--- src/rv32_pkg.sv ---
package rv32_pkg;

  //////////////////////////////////////////////////////////////
  // Widths and base types
  //////////////////////////////////////////////////////////////

  localparam int XLEN = 32;

  // One data or instruction word
  typedef logic [XLEN-1:0] word_t;

  //////////////////////////////////////////////////////////////
  // Opcode and funct7 encodings
  //////////////////////////////////////////////////////////////

  // Register-register and register-immediate integer groups
  localparam logic [6:0] OPC_OP     = 7'b0110011;
  localparam logic [6:0] OPC_OP_IMM = 7'b0010011;

  // Alternate funct7 selects sub and the arithmetic shift
  localparam logic [6:0] F7_BASE = 7'b0000000;
  localparam logic [6:0] F7_ALT  = 7'b0100000;

  // ALU operations resolved in decode
  typedef enum logic [3:0] {
    ALU_ADD,
    ALU_SUB,
    ALU_SLL,
    ALU_SLT,
    ALU_SLTU,
    ALU_XOR,
    ALU_SRL,
    ALU_SRA,
    ALU_OR,
    ALU_AND
  } alu_op_e;

  //////////////////////////////////////////////////////////////
  // Instruction word views
  //////////////////////////////////////////////////////////////

  typedef struct packed {
    logic [6:0] funct7;
    logic [4:0] rs2;
    logic [4:0] rs1;
    logic [2:0] funct3;
    logic [4:0] rd;
    logic [6:0] opcode;
  } r_type_t;

  // Top 12 bits hold the immediate above the R-type low fields
  typedef struct packed {
    logic [11:0] imm12;
    logic [4:0]  rs1;
    logic [2:0]  funct3;
    logic [4:0]  rd;
    logic [6:0]  opcode;
  } i_type_t;

  typedef union packed {
    r_type_t r;
    i_type_t i;
  } instr_u;

endpackage

--- src/decode_if.sv ---
interface decode_if #(
  parameter int REG_BITS = 5
);

  // One decoded instruction, valid for a single cycle
  logic                 valid;
  rv32_pkg::alu_op_e    alu_op;
  logic                 use_imm;
  logic [11:0]          imm;
  logic [REG_BITS-1:0]  rs1;
  logic [REG_BITS-1:0]  rs2;
  logic [REG_BITS-1:0]  rd;
  logic                 illegal;

  modport decoder (
    output valid, alu_op, use_imm, imm, rs1, rs2, rd, illegal
  );

  modport executor (
    input valid, alu_op, use_imm, imm, rs1, rs2, rd, illegal
  );

endinterface

--- src/execute_if.sv ---
interface execute_if #(
  parameter int REG_BITS = 5
);

  // Register file read port, answered combinationally
  logic [REG_BITS-1:0]  rs1_addr;
  logic [REG_BITS-1:0]  rs2_addr;
  rv32_pkg::word_t      rs1_data;
  rv32_pkg::word_t      rs2_data;

  // Registered result pulse toward retire
  logic                 valid;
  logic [REG_BITS-1:0]  rd;
  rv32_pkg::word_t      data;
  logic                 illegal;

  modport executor (
    output rs1_addr, rs2_addr, valid, rd, data, illegal,
    input  rs1_data, rs2_data
  );

  modport result (
    input  rs1_addr, rs2_addr, valid, rd, data, illegal,
    output rs1_data, rs2_data
  );

endinterface

--- src/rv32_decode.sv ---
module rv32_decode #(
  parameter int REG_BITS = 5
) (
  input  logic             clk_i,
  input  logic             reset_i,
  input  logic             instr_req_i,
  input  rv32_pkg::word_t  instr_i,
  output logic             instr_ack_o,
  decode_if.decoder        dec
);

  rv32_pkg::instr_u   instr;
  rv32_pkg::alu_op_e  alu_op;
  logic               accept;
  logic               alt;
  logic               use_imm;
  logic               op_bad;
  logic               reg_bad;

  // True when a 5-bit register field does not fit the file
  function automatic logic reg_out_of_range(input logic [4:0] idx);
    return (idx >> REG_BITS) != 5'd0;
  endfunction

  assign instr  = instr_i;
  assign accept = instr_req_i & ~instr_ack_o;

  //////////////////////////////////////////////////////////////
  // Four-phase handshake
  //////////////////////////////////////////////////////////////

  always_ff @(posedge clk_i) begin
    if (reset_i) begin
      instr_ack_o <= 1'b0;
    end else if (accept) begin
      instr_ack_o <= 1'b1;
    end else if (!instr_req_i) begin
      instr_ack_o <= 1'b0;
    end
  end

  //////////////////////////////////////////////////////////////
  // Field decode
  //////////////////////////////////////////////////////////////

  // In OP-IMM only the shift-right form reads funct7 as an opcode bit
  assign alt = (instr.r.funct7 == rv32_pkg::F7_ALT) &
               ((instr.r.opcode == rv32_pkg::OPC_OP) | (instr.r.funct3 == 3'b101));

  always_comb begin
    case (instr.r.funct3)
      3'b000:  alu_op = alt ? rv32_pkg::ALU_SUB : rv32_pkg::ALU_ADD;
      3'b001:  alu_op = rv32_pkg::ALU_SLL;
      3'b010:  alu_op = rv32_pkg::ALU_SLT;
      3'b011:  alu_op = rv32_pkg::ALU_SLTU;
      3'b100:  alu_op = rv32_pkg::ALU_XOR;
      3'b101:  alu_op = alt ? rv32_pkg::ALU_SRA : rv32_pkg::ALU_SRL;
      3'b110:  alu_op = rv32_pkg::ALU_OR;
      default: alu_op = rv32_pkg::ALU_AND;
    endcase
  end

  always_comb begin
    use_imm = 1'b0;
    op_bad  = 1'b0;
    reg_bad = reg_out_of_range(instr.r.rd) | reg_out_of_range(instr.r.rs1);
    case (instr.r.opcode)
      rv32_pkg::OPC_OP: begin
        reg_bad = reg_bad | reg_out_of_range(instr.r.rs2);
        if (instr.r.funct7 == rv32_pkg::F7_ALT) begin
          op_bad = (instr.r.funct3 != 3'b000) && (instr.r.funct3 != 3'b101);
        end else begin
          op_bad = instr.r.funct7 != rv32_pkg::F7_BASE;
        end
      end
      rv32_pkg::OPC_OP_IMM: begin
        use_imm = 1'b1;
        // Shift immediates keep only a 5-bit amount
        if (instr.r.funct3 == 3'b001) begin
          op_bad = instr.r.funct7 != rv32_pkg::F7_BASE;
        end else if (instr.r.funct3 == 3'b101) begin
          op_bad = (instr.r.funct7 != rv32_pkg::F7_BASE) &&
                   (instr.r.funct7 != rv32_pkg::F7_ALT);
        end
      end
      default: op_bad = 1'b1;
    endcase
  end

  //////////////////////////////////////////////////////////////
  // Decode register, loaded on the acceptance edge
  //////////////////////////////////////////////////////////////

  always_ff @(posedge clk_i) begin
    if (reset_i) begin
      dec.valid <= 1'b0;
    end else begin
      dec.valid <= accept;
    end
  end

  always_ff @(posedge clk_i) begin
    if (accept) begin
      dec.alu_op  <= alu_op;
      dec.use_imm <= use_imm;
      dec.imm     <= instr.i.imm12;
      dec.rs1     <= instr.r.rs1[REG_BITS-1:0];
      dec.rs2     <= instr.r.rs2[REG_BITS-1:0];
      dec.rd      <= instr.r.rd[REG_BITS-1:0];
      dec.illegal <= op_bad | reg_bad;
    end
  end

endmodule

--- src/rv32_execute.sv ---
module rv32_execute (
  input  logic        clk_i,
  input  logic        reset_i,
  decode_if.executor  dec,
  execute_if.executor exe
);

  rv32_pkg::word_t  op_a;
  rv32_pkg::word_t  op_b;
  rv32_pkg::word_t  alu_result;
  logic [4:0]       shamt;

  //////////////////////////////////////////////////////////////
  // Operand selection
  //////////////////////////////////////////////////////////////

  // Register file is read during the cycle after acceptance
  assign exe.rs1_addr = dec.rs1;
  assign exe.rs2_addr = dec.rs2;

  assign op_a = exe.rs1_data;

  // Sign-extended 12-bit immediate or second register
  assign op_b = dec.use_imm ?
                {{(rv32_pkg::XLEN-12){dec.imm[11]}}, dec.imm} :
                exe.rs2_data;

  assign shamt = op_b[4:0];

  //////////////////////////////////////////////////////////////
  // ALU
  //////////////////////////////////////////////////////////////

  always_comb begin
    case (dec.alu_op)
      rv32_pkg::ALU_ADD:  alu_result = op_a + op_b;
      rv32_pkg::ALU_SUB:  alu_result = op_a - op_b;
      rv32_pkg::ALU_SLL:  alu_result = op_a << shamt;
      rv32_pkg::ALU_SLT:  alu_result = rv32_pkg::word_t'($signed(op_a) < $signed(op_b));
      rv32_pkg::ALU_SLTU: alu_result = rv32_pkg::word_t'(op_a < op_b);
      rv32_pkg::ALU_XOR:  alu_result = op_a ^ op_b;
      rv32_pkg::ALU_SRL:  alu_result = op_a >> shamt;
      rv32_pkg::ALU_SRA:  alu_result = rv32_pkg::word_t'($signed(op_a) >>> shamt);
      rv32_pkg::ALU_OR:   alu_result = op_a | op_b;
      rv32_pkg::ALU_AND:  alu_result = op_a & op_b;
      default:            alu_result = '0;
    endcase
  end

  //////////////////////////////////////////////////////////////
  // Execute register
  //////////////////////////////////////////////////////////////

  always_ff @(posedge clk_i) begin
    if (reset_i) begin
      exe.valid <= 1'b0;
    end else begin
      exe.valid <= dec.valid;
    end
  end

  always_ff @(posedge clk_i) begin
    if (dec.valid) begin
      exe.rd      <= dec.rd;
      exe.illegal <= dec.illegal;
      // Illegal instructions retire with no data
      exe.data    <= dec.illegal ? '0 : alu_result;
    end
  end

endmodule

--- src/rv32_int_core.sv ---
module rv32_int_core #(
  parameter int REG_BITS = 5
) (
  input  logic                 clk_i,
  input  logic                 reset_i,

  // Four-phase instruction port
  input  logic                 instr_req_i,
  input  rv32_pkg::word_t      instr_i,
  output logic                 instr_ack_o,

  // One pulse per retired instruction
  output logic                 retire_valid_o,
  output logic                 retire_illegal_o,
  output logic [REG_BITS-1:0]  retire_rd_o,
  output rv32_pkg::word_t      retire_data_o
);

  decode_if  #(.REG_BITS(REG_BITS)) dec_if ();
  execute_if #(.REG_BITS(REG_BITS)) exe_if ();

  rv32_decode #(
    .REG_BITS    (REG_BITS)
  ) u_decode (
    .clk_i       (clk_i),
    .reset_i     (reset_i),
    .instr_req_i (instr_req_i),
    .instr_i     (instr_i),
    .instr_ack_o (instr_ack_o),
    .dec         (dec_if.decoder)
  );

  rv32_execute u_execute (
    .clk_i   (clk_i),
    .reset_i (reset_i),
    .dec     (dec_if.executor),
    .exe     (exe_if.executor)
  );

  rv32_result #(
    .REG_BITS         (REG_BITS)
  ) u_result (
    .clk_i            (clk_i),
    .reset_i          (reset_i),
    .exe              (exe_if.result),
    .retire_valid_o   (retire_valid_o),
    .retire_illegal_o (retire_illegal_o),
    .retire_rd_o      (retire_rd_o),
    .retire_data_o    (retire_data_o)
  );

endmodule

--- src/rv32_result.sv ---
module rv32_result #(
  parameter int REG_BITS = 5
) (
  input  logic                 clk_i,
  input  logic                 reset_i,
  execute_if.result            exe,
  output logic                 retire_valid_o,
  output logic                 retire_illegal_o,
  output logic [REG_BITS-1:0]  retire_rd_o,
  output rv32_pkg::word_t      retire_data_o
);

  rv32_pkg::word_t  regs [2**REG_BITS];
  logic             wr_en;

  //////////////////////////////////////////////////////////////
  // Register file
  //////////////////////////////////////////////////////////////

  // x0 is never written, so it keeps its reset value of zero
  assign wr_en = exe.valid & ~exe.illegal & (exe.rd != '0);

  always_ff @(posedge clk_i) begin
    if (reset_i) begin
      regs <= '{default: '0};
    end else if (wr_en) begin
      regs[exe.rd] <= exe.data;
    end
  end

  // Combinational read ports for execute
  assign exe.rs1_data = regs[exe.rs1_addr];
  assign exe.rs2_data = regs[exe.rs2_addr];

  //////////////////////////////////////////////////////////////
  // Retire report
  //////////////////////////////////////////////////////////////

  always_ff @(posedge clk_i) begin
    if (reset_i) begin
      retire_valid_o   <= 1'b0;
      retire_illegal_o <= 1'b0;
      retire_rd_o      <= '0;
      retire_data_o    <= '0;
    end else begin
      retire_valid_o <= exe.valid;
      // Fields hold their last value between pulses
      if (exe.valid) begin
        retire_illegal_o <= exe.illegal;
        retire_rd_o      <= exe.rd;
        retire_data_o    <= exe.data;
      end
    end
  end

endmodule

--- config.mk ---
export PLATFORM = sky130hd
export DESIGN_NAME = rv32_int_core
export DESIGN_NICKNAME = d
export VERILOG_FILES = /design/src/rv32_pkg.sv /design/src/decode_if.sv /design/src/execute_if.sv /design/src/rv32_decode.sv /design/src/rv32_execute.sv /design/src/rv32_int_core.sv /design/src/rv32_result.sv
export SDC_FILE = /design/constraint.sdc
export NUM_CORES = 2
export LEC_CHECK = 0
export ABC_AREA = 0
export BUFFER_PORTS_ARGS = -buffer_cell sky130_fd_sc_hd__buf_2
export CAP_MARGIN = 20
export CORE_MARGIN = 5
export CORE_UTILIZATION = 50
export CTS_CLUSTER_SIZE = 12
export DETAILED_ROUTE_END_ITERATION = 6
export GPL_TIMING_DRIVEN = 0
export HOLD_SLACK_MARGIN = 0.06
export PLACE_DENSITY = 0.66
export RECOVER_POWER = 25
export SLEW_MARGIN = 20
export SYNTH_ARGS = -nofsm -noshare
export SYNTH_HDL_FRONTEND = slang
export SYNTH_SLANG_ARGS = --single-unit
--- constraint.sdc ---
create_clock -name clk_i -period 8.5 [get_ports clk_i]
set_input_delay 0.85 -clock clk_i [delete_from_list [all_inputs] [get_ports clk_i]]
set_output_delay 0.85 -clock clk_i [all_outputs]
set_load 0.1 [all_outputs]
==> metrics.yaml <==
yosys:
  seq_area_frac_synth_pct: 36.5
  ys_ff_latch: 1132
  yosysUniqueCellTypes: 91
  avgSynthCellArea_um2: 8.90
  synth_edf_count: 66
  async_flop_share_pct: 0
  synth_ff_type: "dfxtp_1"
  netlist_area_um2: 63800
  synth_cells: 7170
  netlist_top_cells_area: "dfxtp_1, mux4_2, nand2_1"
  ys_warn_count: 0
  synth_area_leader_cell: "dfxtp_1"
  synth_nets: 7308
  yosys.area.top_type_share_pct: 33.4
floorplan:
  num_rows: 131
  start_util_pct: 50.2
  ios: 75
  die_h_um: 367
  coreArea_um2: 127000
  die_w_um: 367
  dieArea_um2: 135000
timing:
  fin_ws_ns: -0.174
  rsz0062_at_grt: "no"
  maxSlewHeadroom_pct: -79.0
  fin_crit_ns: 8.67
  hold_viol: 0
  maxSlewViolCount: 101
  clock.fmax_mhz: 115
  setup_viol: 7
  finalCritPeriodShare_pct: 102
  worst_pin_slew_ns: 2.68
  clock_skew_ns: 0.0497
clock_network:
  cts-root-buf: "clkbuf_16"
  cts.htree.levels: 4
  cts_tree: "built"
  cts_buffer_depth: 3
  clock_latency_ns: 0.85
  cts_buffers: 131
  cts.sinks: 1132
  clk_transition_reported_paths_ns: 0.06
pwr:
  cellLeakagePower_uw: 0.0238
  p_total_uw: 13200
  vdd_drop_max_v: 0.000214
  powerDensity_nw_per_um2: 186
global_route:
  grt_pass1_wl_um: 500000
  grt_max_degree: 31
  grt_pass1_vias: 60400
  grt_overflow: 0
  antenna_found_initial: 49
  grt.total_usage_pct: 53.8
placed_design:
  port_buffers: 72
  dp_hpwl_um: 278000
  place_congestion: 1.13
  dpl_cell_area_um2: 66700
critical_path:
  cp.required_ns: 9.05
  reg2reg_from: "u_decode.dec.rs2[1]"
  worstPathArrival_ns: 9.22
  start_kind: "register"
  critical_path_class: "reg2reg"
  r2r_cells: 23
  cp-end-kind: "register"
  rrSetupSlack_ns: -0.17
  crit_fanout: 10
  rr_endpoint: "u_execute.exe.data[31]"
routing:
  routed_wl_um: 375000
  detail_route.iter0.violations: 12600
  drc: 22
  num_vias: 66600
  via_per_inst: 7.23
  postRouteAntennaNets: 0
  wl_per_cell_um: 40.7
  first_pass_iters: 7
layout:
  finalInstanceArea_um2: 71100
  drive_gt1_share_pct: 15.6
  final_nets: 7533
  nFillCells: 11600
  multi_input_area_um2: 37400
  layout_commonest_cell: "nand2_1"
  seq_area_um2: 23300
  area_delta_synth_final_pct: 11.4
  final_cell_mix: "nand2_1, a21oi_1, dfxtp_1, clkbuf_1, mux4_2"
status:
  outcome: "complete, but fails checks"
  violations: "design-rule violations, max-capacitance violations, max-slew violations, negative setup slack"
worst_hold_path:
  whs_path_depth: 1
  worstHoldStart: "instr_i[24]"
  hold_class: "in2reg"
  whs_endpoint: "u_decode.dec.imm[4]"
job:
  cap_viol_max_count: 10
## power breakdown
group | internal (µW) | switching (µW)
logic | 488 | 1520
registers | 5380 | 49.2
clock network | 3160 | 2620
total | 9030 | 4190
## what timing repair did
action / CTS / global route
pin swaps: 0 / 1
endpoints found under the setup margin: 27 / 20
gates resized for setup: 40 / 53
buffers inserted: 0 / 1
hold buffers: 0 / 0
## sequential cells by signal, indices dropped and copies added (netlist names)
register                   flops
u_decode.dec.alu_op            4
u_decode.dec.illegal           1
u_decode.dec.imm               8
u_decode.dec.rd                5
u_decode.dec.rs1               5
u_decode.dec.rs2               4
u_decode.dec.use_imm           1
u_decode.dec.valid             1
u_decode.instr_ack_o           1
u_execute.exe.data            32
u_execute.exe.illegal          1
u_execute.exe.rd               5
u_execute.exe.valid            1
u_result.regs               1024
u_result.retire_data_o        32
u_result.retire_illegal_o      1
u_result.retire_rd_o           5
u_result.retire_valid_o        1
## cell usage after synthesis, types with 28 or more instances
cell,count
mux2_2,99
edfxtp_1,66
nand2_1,2132
nor2b_1,50
mux4_2,563
o21ai_0,117
nand2b_1,28
nor2_1,217
clkbuf_1,525
nor3_1,67
mux2i_1,183
a31oi_1,28
a211oi_1,28
nand3_1,53
ha_1,101
o22ai_1,47
inv_1,92
a21o_1,28
a21oi_1,1134
a221oi_1,29
dfxtp_1,1066
buf_2,78
## worst max path at each step
stage | start | to | slack [ns] | cells after the start
after floorplan | u_decode.dec.rs2[0] | u_execute.exe.data[29] | 2.06 | 21
after detailed placement | u_decode.dec.rs2[1] | u_execute.exe.data[29] | -1.81 | 22
after CTS | u_decode.dec.rs2[1] | u_execute.exe.data[29] | -0.06 | 23
after global routing | u_decode.dec.rs2[1] | u_execute.exe.data[31] | 0.03 | 23
final | u_decode.dec.rs2[1] | u_execute.exe.data[31] | -0.17 | 23
after global placement | u_decode.dec.rs2[1] | u_execute.exe.data[0] | -3.18 | 22
## metrics by stage
stage	util (%)	TNS, ns	setup slack (ns)	std cells	hold slack (ns)
after floorplan	-	0	2.06	7170	0.400
after global placement	52.1	-60.97	-3.18	8904	0.403
after detailed placement	52.4	-31.86	-1.81	8921	0.412
after CTS	55.8	-0.0609	-0.0609	9156	0.176
after global routing	55.8	0	0.0281	9167	0.184
final	55.9	-0.537	-0.174	9209	0.176
## worst max-delay path: stages (launching register included)
cell      delay [ns]
edfxtp_1        0.57
buf_4           0.38
buf_4           0.37
buf_2           0.42
clkbuf_2        0.42
clkbuf_2        0.37
clkbuf_4        0.43
mux4_2          0.45
mux4_2          0.49
mux2i_2         0.45
o21a_1          0.27
inv_1           0.06
ha_1            0.41
nor2b_1         0.37
o211a_1         0.27
a211o_1         0.29
nor2_1          0.26
o21ai_1         0.24
a311o_1         0.45
a221o_1         0.41
a221oi_1        0.36
xnor2_1         0.11
a22oi_1         0.30
a21oi_1         0.14
## metal layers
layer,up-vias,wire length (µm),track usage [%],share of wire [%]
li1,25900,-,-,-
met1,32100,118000,58.8,32
met2,6478,148000,74.2,39
met3,2082,60700,28.1,16
met4,34,47300,50.6,13
met5,-,755,0.890,0.20
## logic make-up (layout without fill, tap and decap cells)
family	after synthesis	in the layout	synth area share [%]
buffers and inverters	775	1103	5.15
AND/OR/NAND/NOR	2624	2624	16.4
other	0	49	0
multiplexers	850	850	24.7
adder cells (fa/ha/maj)	103	103	2.04
flip-flops	1132	1132	36.5
AO/OA/AOI/OAI	1665	1665	15.0
XOR/XNOR	21	21	0.288
## layout make-up
class | count | area share [%]
multi-input cells | 5263 | 52.6
flip-flops and latches | 1132 | 32.8
clock buffers | 194 | 5.25
plain buffers | 670 | 4.28
well taps | 1662 | 2.92
clock inverters | 42 | 0.746
repair buffers | 93 | 0.714
inverters | 104 | 0.552
diodes | 49 | 0.172
Power figures use the tool's default switching activity.
